===== src/source/scalar_core_macros.svh =====
/* Sizing macros for the scalar core: data and instruction widths,
   register count, instruction memory depth and result port credits */
`ifndef SCALAR_CORE_MACROS_SVH
`define SCALAR_CORE_MACROS_SVH

// Datapath
`define DATA_WIDTH      32
`define REG_COUNT       8
`define REG_IDX_WIDTH   ($clog2(`REG_COUNT))

// Instruction word and memory
`define INSTR_WIDTH     32
`define OPCODE_WIDTH    4
`define IMM_WIDTH       16
`define IMEM_DEPTH      64
`define IMEM_ADDR_WIDTH ($clog2(`IMEM_DEPTH))

// Result port credits held after reset
`define OUT_CREDITS     4

`endif


===== src/source/scalar_isa_pkg.sv =====
/* Instruction set package: opcode enum, instruction word struct,
   register index and instruction address types */
`include "scalar_core_macros.svh"

package scalar_isa_pkg;

	typedef logic [`REG_IDX_WIDTH-1:0] reg_idx_t;
	typedef logic [`IMEM_ADDR_WIDTH-1:0] addr_t;

	// Shifts use the low bits of src2, CMPLT is unsigned
	typedef enum logic [`OPCODE_WIDTH-1:0] {
		NOP    = 4'h0,
		ADD    = 4'h1,
		SUB    = 4'h2,
		AND    = 4'h3,
		OR     = 4'h4,
		XOR    = 4'h5,
		SHL    = 4'h6,
		SHR    = 4'h7,
		ADDI   = 4'h8,
		CMPLT  = 4'h9,
		CMPEQ  = 4'ha,
		JUMP   = 4'hb,
		BRANCH = 4'hc,
		OUT    = 4'hd,
		HALT   = 4'he
	} opcode_t;

	// Unused bits between the register fields and the immediate
	localparam int SPARE_WIDTH = `INSTR_WIDTH - `OPCODE_WIDTH - 3 * `REG_IDX_WIDTH - `IMM_WIDTH;

	typedef struct packed {
		opcode_t                 opcode;
		reg_idx_t                dst;
		reg_idx_t                src1;
		reg_idx_t                src2;
		logic [SPARE_WIDTH-1:0]  spare;
		logic [`IMM_WIDTH-1:0]   immediate;
	} instr_t;

endpackage


===== src/source/scalar_pipe_pkg.sv =====
/* Pipeline package: core state enum, read-to-execute entry,
   result beat and branch redirect structs */
`include "scalar_core_macros.svh"

package scalar_pipe_pkg;

	typedef logic [`DATA_WIDTH-1:0] data_t;

	typedef enum logic [1:0] {
		IDLE   = 2'd0,
		RUN    = 2'd1,
		HALTED = 2'd2
	} core_state_t;

	// Read stage output, consumed by execute
	typedef struct packed {
		logic                    valid;
		scalar_isa_pkg::instr_t  instr;
		data_t                   op_a;
		data_t                   op_b;
	} exec_entry_t;

	// One beat on the result port
	typedef struct packed {
		logic   valid;
		data_t  data;
	} result_t;

	typedef struct packed {
		logic                   taken;
		scalar_isa_pkg::addr_t  target;
	} redirect_t;

endpackage


===== src/source/exec_unit.sv =====
/* Execute stage: ALU, condition register, write-back, redirect,
   halt, result register and result port credit counter */
`timescale 1ns/1ps
`include "scalar_core_macros.svh"

module exec_unit (
	input  logic                          clock,
	input  logic                          reset,
	input  scalar_pipe_pkg::exec_entry_t  exec_entry,
	input  logic                          credit_return,
	output logic                          wb_enable,
	output scalar_isa_pkg::reg_idx_t      wb_index,
	output scalar_pipe_pkg::data_t        wb_data,
	output scalar_pipe_pkg::redirect_t    redirect,
	output logic                          halt,
	output logic                          stall,
	output scalar_pipe_pkg::result_t      result
);
	import scalar_isa_pkg::*;
	import scalar_pipe_pkg::*;

	localparam int CREDIT_WIDTH = $clog2(`OUT_CREDITS + 1);
	localparam int SHIFT_WIDTH = $clog2(`DATA_WIDTH);

	opcode_t                 opcode;
	data_t                   op_a;
	data_t                   op_b;
	data_t                   alu_out;
	logic                    writes_reg;
	logic                    condition;
	logic                    out_fire;
	logic [CREDIT_WIDTH-1:0] credits;
	logic                    result_valid;
	data_t                   result_data;

	assign opcode = exec_entry.instr.opcode;
	assign op_a = exec_entry.op_a;
	assign op_b = exec_entry.op_b;

	////////////////////////////////////////////////////////////
	// ALU and write-back
	////////////////////////////////////////////////////////////

	always_comb begin
		alu_out = '0;
		writes_reg = 1'b1;
		case (opcode)
			ADD, ADDI: alu_out = op_a + op_b;
			SUB:       alu_out = op_a - op_b;
			AND:       alu_out = op_a & op_b;
			OR:        alu_out = op_a | op_b;
			XOR:       alu_out = op_a ^ op_b;
			SHL:       alu_out = op_a << op_b[SHIFT_WIDTH-1:0];
			SHR:       alu_out = op_a >> op_b[SHIFT_WIDTH-1:0];
			default:   writes_reg = 1'b0;
		endcase
	end

	assign wb_enable = exec_entry.valid && writes_reg;
	assign wb_index = exec_entry.instr.dst;
	assign wb_data = alu_out;

	// Compares only set the flag, BRANCH reads it the next cycle
	always_ff @(posedge clock) begin
		if (reset) begin
			condition <= 1'b0;
		end else if (exec_entry.valid && opcode == CMPLT) begin
			condition <= op_a < op_b;
		end else if (exec_entry.valid && opcode == CMPEQ) begin
			condition <= op_a == op_b;
		end
	end

	assign redirect.taken = exec_entry.valid
		&& (opcode == JUMP || (opcode == BRANCH && condition));
	assign redirect.target = addr_t'(exec_entry.instr.immediate);
	assign halt = exec_entry.valid && opcode == HALT;

	////////////////////////////////////////////////////////////
	// Result port
	////////////////////////////////////////////////////////////

	// OUT waits here until a credit is available
	assign stall = exec_entry.valid && opcode == OUT && credits == '0;
	assign out_fire = exec_entry.valid && opcode == OUT && credits != '0;

	always_ff @(posedge clock) begin
		if (reset) begin
			credits <= CREDIT_WIDTH'(`OUT_CREDITS);
		end else begin
			credits <= credits + CREDIT_WIDTH'(credit_return) - CREDIT_WIDTH'(out_fire);
		end
	end

	always_ff @(posedge clock) begin
		if (reset) begin
			result_valid <= 1'b0;
		end else begin
			result_valid <= out_fire;
		end
	end

	always_ff @(posedge clock) begin
		if (out_fire) begin
			result_data <= op_a;
		end
	end

	assign result = '{valid: result_valid, data: result_data};

endmodule


===== src/source/instr_mem.sv =====
/* Instruction memory with host store port and registered fetch read */
`timescale 1ns/1ps
`include "scalar_core_macros.svh"

module instr_mem (
	input  logic                    clock,
	input  logic                    reset,
	input  logic                    store_valid,
	input  scalar_isa_pkg::addr_t   store_address,
	input  scalar_isa_pkg::instr_t  store_instr,
	input  logic                    fetch_valid,
	input  scalar_isa_pkg::addr_t   fetch_address,
	output scalar_isa_pkg::instr_t  fetch_instr,
	output logic                    fetch_instr_valid
);
	import scalar_isa_pkg::*;

	instr_t mem [`IMEM_DEPTH];

	// Host writes only while the core is stopped
	always_ff @(posedge clock) begin
		if (store_valid) begin
			mem[store_address] <= store_instr;
		end
	end

	always_ff @(posedge clock) begin
		if (fetch_valid) begin
			fetch_instr <= mem[fetch_address];
		end
	end

	always_ff @(posedge clock) begin
		if (reset) begin
			fetch_instr_valid <= 1'b0;
		end else begin
			fetch_instr_valid <= fetch_valid;
		end
	end

endmodule


===== src/source/operand_read.sv =====
/* Read stage: register file, operand select with execute bypass,
   and the read-to-execute pipeline register */
`timescale 1ns/1ps
`include "scalar_core_macros.svh"

module operand_read (
	input  logic                          clock,
	input  logic                          reset,
	input  scalar_isa_pkg::instr_t        fetch_instr,
	input  logic                          fetch_instr_valid,
	input  logic                          stall,
	input  logic                          flush,
	input  logic                          wb_enable,
	input  scalar_isa_pkg::reg_idx_t      wb_index,
	input  scalar_pipe_pkg::data_t        wb_data,
	output scalar_pipe_pkg::exec_entry_t  exec_entry
);
	import scalar_isa_pkg::*;
	import scalar_pipe_pkg::*;

	data_t  regs [`REG_COUNT];
	data_t  src1_data;
	data_t  src2_data;
	data_t  op_b_next;
	logic   entry_valid;
	instr_t entry_instr;
	data_t  entry_op_a;
	data_t  entry_op_b;

	// Write-back of this cycle is not in the array yet
	function automatic data_t read_reg(input reg_idx_t index);
		if (wb_enable && wb_index == index) begin
			return wb_data;
		end
		return regs[index];
	endfunction

	always_ff @(posedge clock) begin
		if (wb_enable) begin
			regs[wb_index] <= wb_data;
		end
	end

	always_comb begin
		src1_data = read_reg(fetch_instr.src1);
		src2_data = read_reg(fetch_instr.src2);
		// ADDI zero-extends its immediate
		op_b_next = (fetch_instr.opcode == ADDI) ? data_t'(fetch_instr.immediate) : src2_data;
	end

	always_ff @(posedge clock) begin
		if (reset) begin
			entry_valid <= 1'b0;
		end else if (flush) begin
			entry_valid <= 1'b0;
		end else if (!stall) begin
			entry_valid <= fetch_instr_valid;
		end
	end

	always_ff @(posedge clock) begin
		if (!stall) begin
			entry_instr <= fetch_instr;
			entry_op_a <= src1_data;
			entry_op_b <= op_b_next;
		end
	end

	assign exec_entry = '{valid: entry_valid, instr: entry_instr,
		op_a: entry_op_a, op_b: entry_op_b};

endmodule


===== src/source/program_counter.sv =====
/* Program address control: core state FSM, PC increment,
   redirect, stall hold and fetch request */
`timescale 1ns/1ps

module program_counter (
	input  logic                         clock,
	input  logic                         reset,
	input  logic                         run,
	input  logic                         stall,
	input  scalar_pipe_pkg::redirect_t   redirect,
	input  logic                         halt,
	output logic                         fetch_valid,
	output scalar_isa_pkg::addr_t        fetch_address,
	output scalar_pipe_pkg::core_state_t state
);
	import scalar_isa_pkg::*;
	import scalar_pipe_pkg::*;

	// Address of the next fetch
	addr_t pc;

	always_ff @(posedge clock) begin
		if (reset) begin
			state <= IDLE;
			pc <= '0;
		end else begin
			case (state)
				IDLE, HALTED: begin
					if (run) begin
						state <= RUN;
						pc <= '0;
					end
				end
				RUN: begin
					if (halt) begin
						state <= HALTED;
					end else if (redirect.taken) begin
						pc <= redirect.target;
					end else if (!stall) begin
						pc <= pc + addr_t'(1);
					end
				end
				default: state <= IDLE;
			endcase
		end
	end

	// No fetch in the redirect or halt cycle, the slot would be squashed
	assign fetch_valid = (state == RUN) && !redirect.taken && !halt;

	// On stall re-read the word now in the read stage so it is kept
	assign fetch_address = stall ? pc - addr_t'(1) : pc;

endmodule


===== src/source/scalar_core.sv =====
/* Scalar core top: fetch, operand read and execute stages */
`timescale 1ns/1ps

module scalar_core (
	input  logic                         clock,
	input  logic                         reset,
	input  logic                         store_valid,
	input  scalar_isa_pkg::addr_t        store_address,
	input  scalar_isa_pkg::instr_t       store_instr,
	input  logic                         run,
	output scalar_pipe_pkg::result_t     result,
	input  logic                         credit_return,
	output scalar_pipe_pkg::core_state_t state
);
	import scalar_isa_pkg::*;
	import scalar_pipe_pkg::*;

	logic        fetch_valid;
	addr_t       fetch_address;
	instr_t      fetch_instr;
	logic        fetch_instr_valid;
	exec_entry_t exec_entry;
	logic        wb_enable;
	reg_idx_t    wb_index;
	data_t       wb_data;
	redirect_t   redirect;
	logic        halt;
	logic        stall;
	logic        flush;

	// Taken jump or HALT kills the instruction in the read stage
	assign flush = redirect.taken || halt;

	////////////////////////////////////////////////////////////
	// Fetch
	////////////////////////////////////////////////////////////

	program_counter pc_ctrl (
		.clock         (clock),
		.reset         (reset),
		.run           (run),
		.stall         (stall),
		.redirect      (redirect),
		.halt          (halt),
		.fetch_valid   (fetch_valid),
		.fetch_address (fetch_address),
		.state         (state)
	);

	instr_mem imem (
		.clock             (clock),
		.reset             (reset),
		.store_valid       (store_valid),
		.store_address     (store_address),
		.store_instr       (store_instr),
		.fetch_valid       (fetch_valid),
		.fetch_address     (fetch_address),
		.fetch_instr       (fetch_instr),
		.fetch_instr_valid (fetch_instr_valid)
	);

	////////////////////////////////////////////////////////////
	// Read and execute
	////////////////////////////////////////////////////////////

	operand_read read_stage (
		.clock             (clock),
		.reset             (reset),
		.fetch_instr       (fetch_instr),
		.fetch_instr_valid (fetch_instr_valid),
		.stall             (stall),
		.flush             (flush),
		.wb_enable         (wb_enable),
		.wb_index          (wb_index),
		.wb_data           (wb_data),
		.exec_entry        (exec_entry)
	);

	exec_unit exec_stage (
		.clock         (clock),
		.reset         (reset),
		.exec_entry    (exec_entry),
		.credit_return (credit_return),
		.wb_enable     (wb_enable),
		.wb_index      (wb_index),
		.wb_data       (wb_data),
		.redirect      (redirect),
		.halt          (halt),
		.stall         (stall),
		.result        (result)
	);

endmodule


===== config.mk =====
export PLATFORM = sky130hd
export DESIGN_NAME = scalar_core
export DESIGN_NICKNAME = d
export VERILOG_FILES = /design/src/source/scalar_isa_pkg.sv /design/src/source/scalar_pipe_pkg.sv /design/src/source/exec_unit.sv /design/src/source/instr_mem.sv /design/src/source/operand_read.sv /design/src/source/program_counter.sv /design/src/source/scalar_core.sv
export VERILOG_INCLUDE_DIRS = /design/src /design/src/source
export SDC_FILE = /design/constraint.sdc
export NUM_CORES = 2
export LEC_CHECK = 0
export BUFFER_PORTS_ARGS = -buffer_cell sky130_fd_sc_hd__buf_4
export CAP_MARGIN = 10
export CELL_PAD_IN_SITES_DETAIL_PLACEMENT = 1
export CELL_PAD_IN_SITES_GLOBAL_PLACEMENT = 2
export CORE_MARGIN = 10
export CORE_UTILIZATION = 50
export DETAILED_ROUTE_END_ITERATION = 16
export HOLD_SLACK_MARGIN = 0.06
export PLACE_DENSITY_LB_ADDON = 0.08
export REMOVE_ABC_BUFFERS = 1
export SYNTH_ARGS = -nofsm -noshare
export SYNTH_HDL_FRONTEND = slang
export SYNTH_SLANG_ARGS = --single-unit
export TNS_END_PERCENT = 10

===== constraint.sdc =====
create_clock -name clock -period 8.4 [get_ports clock]
set_input_delay 1.68 -clock clock [delete_from_list [all_inputs] [get_ports clock]]
set_output_delay 1.68 -clock clock [all_outputs]
set_load 0.005 [all_outputs]

Word level (Yosys, flattened, before mapping)
Memory sizes are Yosys's and may differ from the RTL's. A register that Yosys moved wholly into a read port is not among the register bits.
Cells that the tools add are included.
{"block": "totals", "romBits": 0, "regBits": 92, "mem_bits_rw": 2304, "latchBits": 0, "wordCells": 99, "n_memories": 2, "inputBits": 43}
{"block": "op_classes", "n_eq_ne": 23, "muxes": 21, "reduce_logical": 28, "n_mul": 0, "n_shift": 2, "n_div": 0, "bitwise_logic": 3, "order_cmp": 1, "addsub": 6}
{"memory": "imem.mem", "words": 64, "word_bits": 32, "read_ports": 1, "rd_ports_with_merged_regs": 1, "wr": 1, "line": "instr_mem.sv:18", "text": "instr_t mem [`IMEM_DEPTH];"}
{"memory": "read_stage.regs", "words": 8, "word_bits": 32, "read_ports": 2, "rd_ports_with_merged_regs": 1, "wr": 1, "line": "operand_read.sv:21", "text": "data_t regs [`REG_COUNT];"}
{"operator": "one-hot mux 32 bit (7 select lines)", "n": 1}
{"operator": "two-way mux 32 bit", "n": 2}
{"operator": "adder 32 bit", "n": 1}
{"operator": "AND 32 bit", "n": 1}
{"operator": "equality test 32 bit", "n": 1}
{"operator": "equality test 4 bit, second input constant", "n": 8}
{"operator": "< comparator 32 bit", "n": 1}
{"operator": "bitwise OR 32 bit", "n": 1}
{"operator": "<< shifter 32 x 5 -> 32 bit", "n": 1}
{"operator": "right shift 32 x 5 -> 32 bit", "n": 1}
{"operator": "subtractor 32 bit", "n": 1}
{"operator": "XOR 32 bit", "n": 1}
{"operator": "two-way mux 6 bit", "n": 5}
{"operator": "equality test 4 x 3 -> 1 bit, second input constant", "n": 4}
{"operator": "two-way mux 16 bit", "n": 1}
{"operator": "logical AND 1 bit", "n": 12}
{"operator": "one-hot mux 6 bit (2 select lines)", "n": 1}
{"operator": "equality test 4 x 2 -> 1 bit, second input constant", "n": 2}
{"operator": "two-way mux 1 bit", "n": 8}
{"operator": "OR reduction 8 bit", "n": 1}
{"operator": "adder 6 x 1 -> 6 bit, second input constant", "n": 1}
{"operator": "!= test 2 bit, second input constant", "n": 3}
{"operator": "OR reduction 2 bit", "n": 3}
{"operator": "subtractor 6 x 1 -> 6 bit, second input constant", "n": 1}
{"operator": "other kinds (17)", "n": 22}

Longest topological paths before layout
{"block": "depth", "word_depth": 8, "mapped_depth": 15}

Hierarchy
From an unflattened synthesis, not the netlist that was laid out.
{"block": "unflattened", "hier_cells": 5547, "area_unflattened_um2": 104727.9}
{"module": "instr_mem", "area_each_um2": 78943.2, "cells_per_inst": 3372, "instances": 1}
{"module": "operand_read", "area_each_um2": 15487.4, "cells_per_inst": 790, "instances": 1}
{"module": "exec_unit", "area_each_um2": 9680.5, "cells_per_inst": 1305, "instances": 1}
{"module": "program_counter", "area_each_um2": 610.6, "cells_per_inst": 79, "instances": 1}
{"module": "scalar_core", "area_each_um2": 6.3, "cells_per_inst": 1, "instances": 1}

Worst setup path after synthesis
OpenSTA, ideal clock, no wires.
{"block": "synth_timing", "path_type": "input port to flip-flop", "startpoint": "input store_address[4]", "endpoint": "memory imem.mem[48][0] in the netlist's numbering, enable pin", "arrival_ns": 4.354, "stages": 4, "path_buffers": 1, "slack_ns": 3.594, "t_required_ns": 7.949, "path_cell_list": "clkbuf_1 > nand3_1 > or3_1 > nor3_1"}
{"element": "start, declared", "line": "scalar_core.sv:8", "text": "input scalar_isa_pkg::addr_t store_address,"}
{"element": "end, declared", "line": "instr_mem.sv:18"}
Straight into the memory's write port.

Worst setup path in the final report
{"block": "layout_timing", "startpoint": "register read_stage.entry_op_b[1]", "endpoint": "memory read_stage.regs[0][29] in the netlist's numbering, data pin"}
{"block": "layout_between", "elab_chain_cells": 2, "word_cells_on_any_way": 5, "cone_classes": "add/sub: 2; shift: 2; mux: 1"}
{"element": "start, declared", "line": "operand_read.sv:28", "text": "data_t entry_op_b;"}
{"element": "start signal, assigned", "line": "operand_read.sv:65", "text": "entry_op_b <= op_b_next;"}
{"element": "subtractor 32 bit, or another cell as far along", "line": "exec_unit.sv:49", "text": "SUB: alu_out = op_a - op_b;"}
{"element": "one-hot mux 32 bit (7 select lines) (*)", "line": "exec_unit.sv:47", "text": "case (opcode)"}
{"element": "via exec_stage.wb_data[29]", "line": "exec_unit.sv:13", "text": "output scalar_pipe_pkg::data_t wb_data,"}
{"element": "end, declared", "line": "operand_read.sv:21"}
The timed path passes the listed nets; every way through them passes the cells marked *.

==> impl_metrics.toml <==
[status]
status = "finished, final reports clean"

[sta]
timing.hold.ws_ps = 461
max_freq_ghz = 0.164
fin_skew_ps = 60.1
hold_viol_final = 0
post-route-min-period_ps = 6100
grt_setup_unrepaired = "no"
slew_headroom_pct = 17.6
finalSetupViolCount = 0
period_share_pct = 72.6
tightest_slew_ps = 1230
final_max_slew_viol_count = 0

[logic_synthesis]
yosysSeqAreaShare_pct = 67.7
ys_ff_latch = 2265
syn_inst = 7122
yosys_warnings = 0
avgSynthCellArea_um2 = 14.1
synth_edf_count = 2250
ys.flop_type = "edfxtp_1"
synthesis.area_um2 = 100000
yosysUniqueCellTypes = 89
async_reset_ff_share_pct = 0

[cells_and_area]
design_area_um2 = 111000
drive_above_1_share_pct = 12.3
area_delta_synth_final_pct = 11.0
fin_cells = 9835
final_common_cell = "edfxtp_1"
final_cell_mix = "2,250 x edfxtp_1, 885 x o22ai_1, 821 x o221ai_1, 596 x o21ai_0, 383 x nand2_1"
fill_cells = 18900
nNetsFinal = 7126

[floorplanning]
die-area_um2 = 219000
die_h_um = 468
die_w_um = 468
placementRows = 164
coreArea_um2 = 200000
start_util_pct = 50.2
io_pins = 78

[route]
wl_per_cell_um = 34.4
detail-route-antenna-nets = 0
routed_wl_mm = 338
routed_via_density = 7.08
drt_iter0_drc = 7542
remaining_drc_errors = 0
dr.pass1.iters = 6
vias = 69700

[worst_setup_path]
worst_ep_arrival_time_ps = 6650
required_ps = 8950
worstSetupPathType = "reg -> reg"
cp_max_fo = 29
cp-start-kind = "flip-flop"
r2r_cells = 12
worstSetupEndpointType = "flip-flop"
r2r-start = "read_stage.entry_op_b[1]$_DFFE_PN_"
reg2reg_slack_ps = 2300
r2r-end = "read_stage.regs[0][29]$_DFFE_PP_"

[power]
pwr-share-seq_pct = 48.9
p_sw_uw = 7010
peakVddDrop_v = 0.000220
power.leakage_uw = 0.0334
pwr_density_cell_nw_per_um2 = 237
p_sw_share_pct = 26.6
clkPwrFrac_pct = 37.6
comb_power_share_pct = 13.5
p_int_uw = 19300

[cts]
cts.repair.resized = 0
cts_sinks = 2265
cts_tree = "built"
path_clk_slew_ps = 60
h-tree-depth = 4
cts_root_buf = "clkbuf_16"
post_cts_buffers = 0
postCtsHoldBufs = 0
numCtsBuffers = 229
clk_path_buf_depth = 3
insertion_delay_ps = 890

[worst_hold_path]
min_delay_path_depth = 0
min-delay-start = "imem.fetch_instr[25]$_DFFE_PP_"
hold_path_class = "reg -> reg"
holdPathEnd = "read_stage.exec_entry[89]$_DFFE_PN_"

[placed_design]
hpwl_mm = 195
place_congestion = 0.944
numPortBuffers = 74
post_dp_cell_area_um2 = 104000
dp.cells = 9398

[grt]
grt_max_degree = 187
antenna_found_initial = 22
grt_pass1_vias = 70400
grt_pass1_wl_mm = 487
gr-total-overflow = 0
grtUsageTotal_pct = 30.0

[flow_run]
drv_cap = 0
[routing by layer]
layer / GRT usage, % / vias up / part of all wire, %
met5: 0 / - / 0.031
met4: 12.9 / 16 / 4.7
met3: 4.27 / 632 / 6.9
met2: 49.2 / 2856 / 48
met1: 40.0 / 36700 / 40
li1: - / 29500 / -
[cells by family (layout without fill, tap and decap cells)]
kind of cell / Yosys count / in the layout / share of synthesized area (%)
compound gates: 2783 / 2783 / 19.0
flops: 2265 / 2265 / 67.7
simple gates: 897 / 897 / 3.91
buf+inv: 773 / 821 / 3.03
mux: 276 / 276 / 4.87
fa+ha+maj: 110 / 110 / 1.39
xor+xnor: 18 / 18 / 0.165
other cells: 0 / 9 / 0
[worst max-delay path, cell delays in order, from the launching register on]
cell      delay (ps)
edfxtp_1         330
buf_4            350
clkinv_1         580
ha_1             640
a21o_1           280
a221oi_1         720
o21a_1           330
o21ai_0          370
a21oi_1          590
o21ai_0          270
a221o_1          390
a21oi_1          600
inv_1            280
[worst max path at each step]
stage / from / end / cells after the start
floorplan: pc_ctrl.pc[0]$_SDFFE_PP0P_ / imem.fetch_instr[30]$_DFFE_PP_ / 5
global placement: read_stage.entry_op_b[1]$_DFFE_PN_ / read_stage.regs[0][29]$_DFFE_PP_ / 12
detailed placement: read_stage.entry_op_b[1]$_DFFE_PN_ / read_stage.regs[4][29]$_DFFE_PP_ / 12
CTS: read_stage.entry_op_b[1]$_DFFE_PN_ / read_stage.regs[0][29]$_DFFE_PP_ / 12
global route: read_stage.exec_entry[92]$_DFFE_PN_ / imem.fetch_instr[5]$_DFFE_PP_ / 15
finish: read_stage.entry_op_b[1]$_DFFE_PN_ / read_stage.regs[0][29]$_DFFE_PP_ / 12
[flip-flops by register name (all words and copies together), names as in the netlist]
| register | cells |
|---|---|
| exec_stage.credits | 3 |
| pc_ctrl.state | 2 |
| pc_ctrl.pc | 6 |
| imem.mem | 1856 |
| imem.fetch_instr | 29 |
| imem.fetch_instr_valid | 1 |
| read_stage.exec_entry | 13 |
| exec_stage.result_valid | 1 |
| read_stage.regs | 256 |
| exec_stage.result_data | 32 |
| read_stage.entry_op_a | 32 |
| exec_stage.condition | 1 |
| read_stage.entry_op_b | 32 |
| read_stage.entry_valid | 1 |
[cells in the mapped netlist, types with 18 or more instances]
master / instances / area (µm²)
clkbuf_1: 507 / 1900
nor2_1: 274 / 1030
nand3_1: 32 / 160
o22ai_1: 885 / 5540
nand2b_1: 23 / 144
o221ai_1: 821 / 7190
mux2i_1: 93 / 931
nand2_1: 385 / 1450
o211ai_1: 20 / 150
o31ai_1: 18 / 135
buf_2: 76 / 380
edfxtp_1: 2250 / 67600
a21oi_1: 202 / 1010
nor2b_1: 34 / 213
mux4_2: 168 / 3780
a211oi_1: 54 / 405
o21ai_0: 596 / 2980
buf_1: 66 / 248
ha_1: 107 / 1340
inv_1: 109 / 409
nor3_1: 46 / 230
a221oi_1: 32 / 280
nor4_1: 39 / 244
[cell type report]
class	count	area, µm²	area share (%)
Antenna cell	9	22.5	0.0202
Clock buffer	287	5950	5.34
Timing Repair Buffer	278	2390	2.15
Multi-Input combinational cell	4084	30100	27.0
Inverter	115	433	0.389
Clock inverter	141	1240	1.12
Sequential cell	2265	67900	61.0
Tap cell	2656	3320	2.99
[metrics by stage]
step	util (%)	TNS (ps)	setup WS (ps)	power [µW]
after floorplan	-	-2222140	-75230	15500
after global placement	52.1	0	2520	16500
after detailed placement	52.1	0	2430	16600
after CTS	55.7	0	2400	26400
after global routing	55.7	0	2160	27200
final	55.7	0	2300	26400
[power groups by stage]
stage | Clock [µW] | Sequential [µW] | Combinational [µW]
2_1_floorplan | 0 | 13200 | 2340
3_3_place_gp | 0 | 13100 | 3410
3_5_place_dp | 0 | 13100 | 3490
4_1_cts | 10000 | 12900 | 3510
5_1_grt | 10500 | 12900 | 3810
6_report | 9910 | 12900 | 3550
Note: power is estimated with default switching activity, not from simulation.
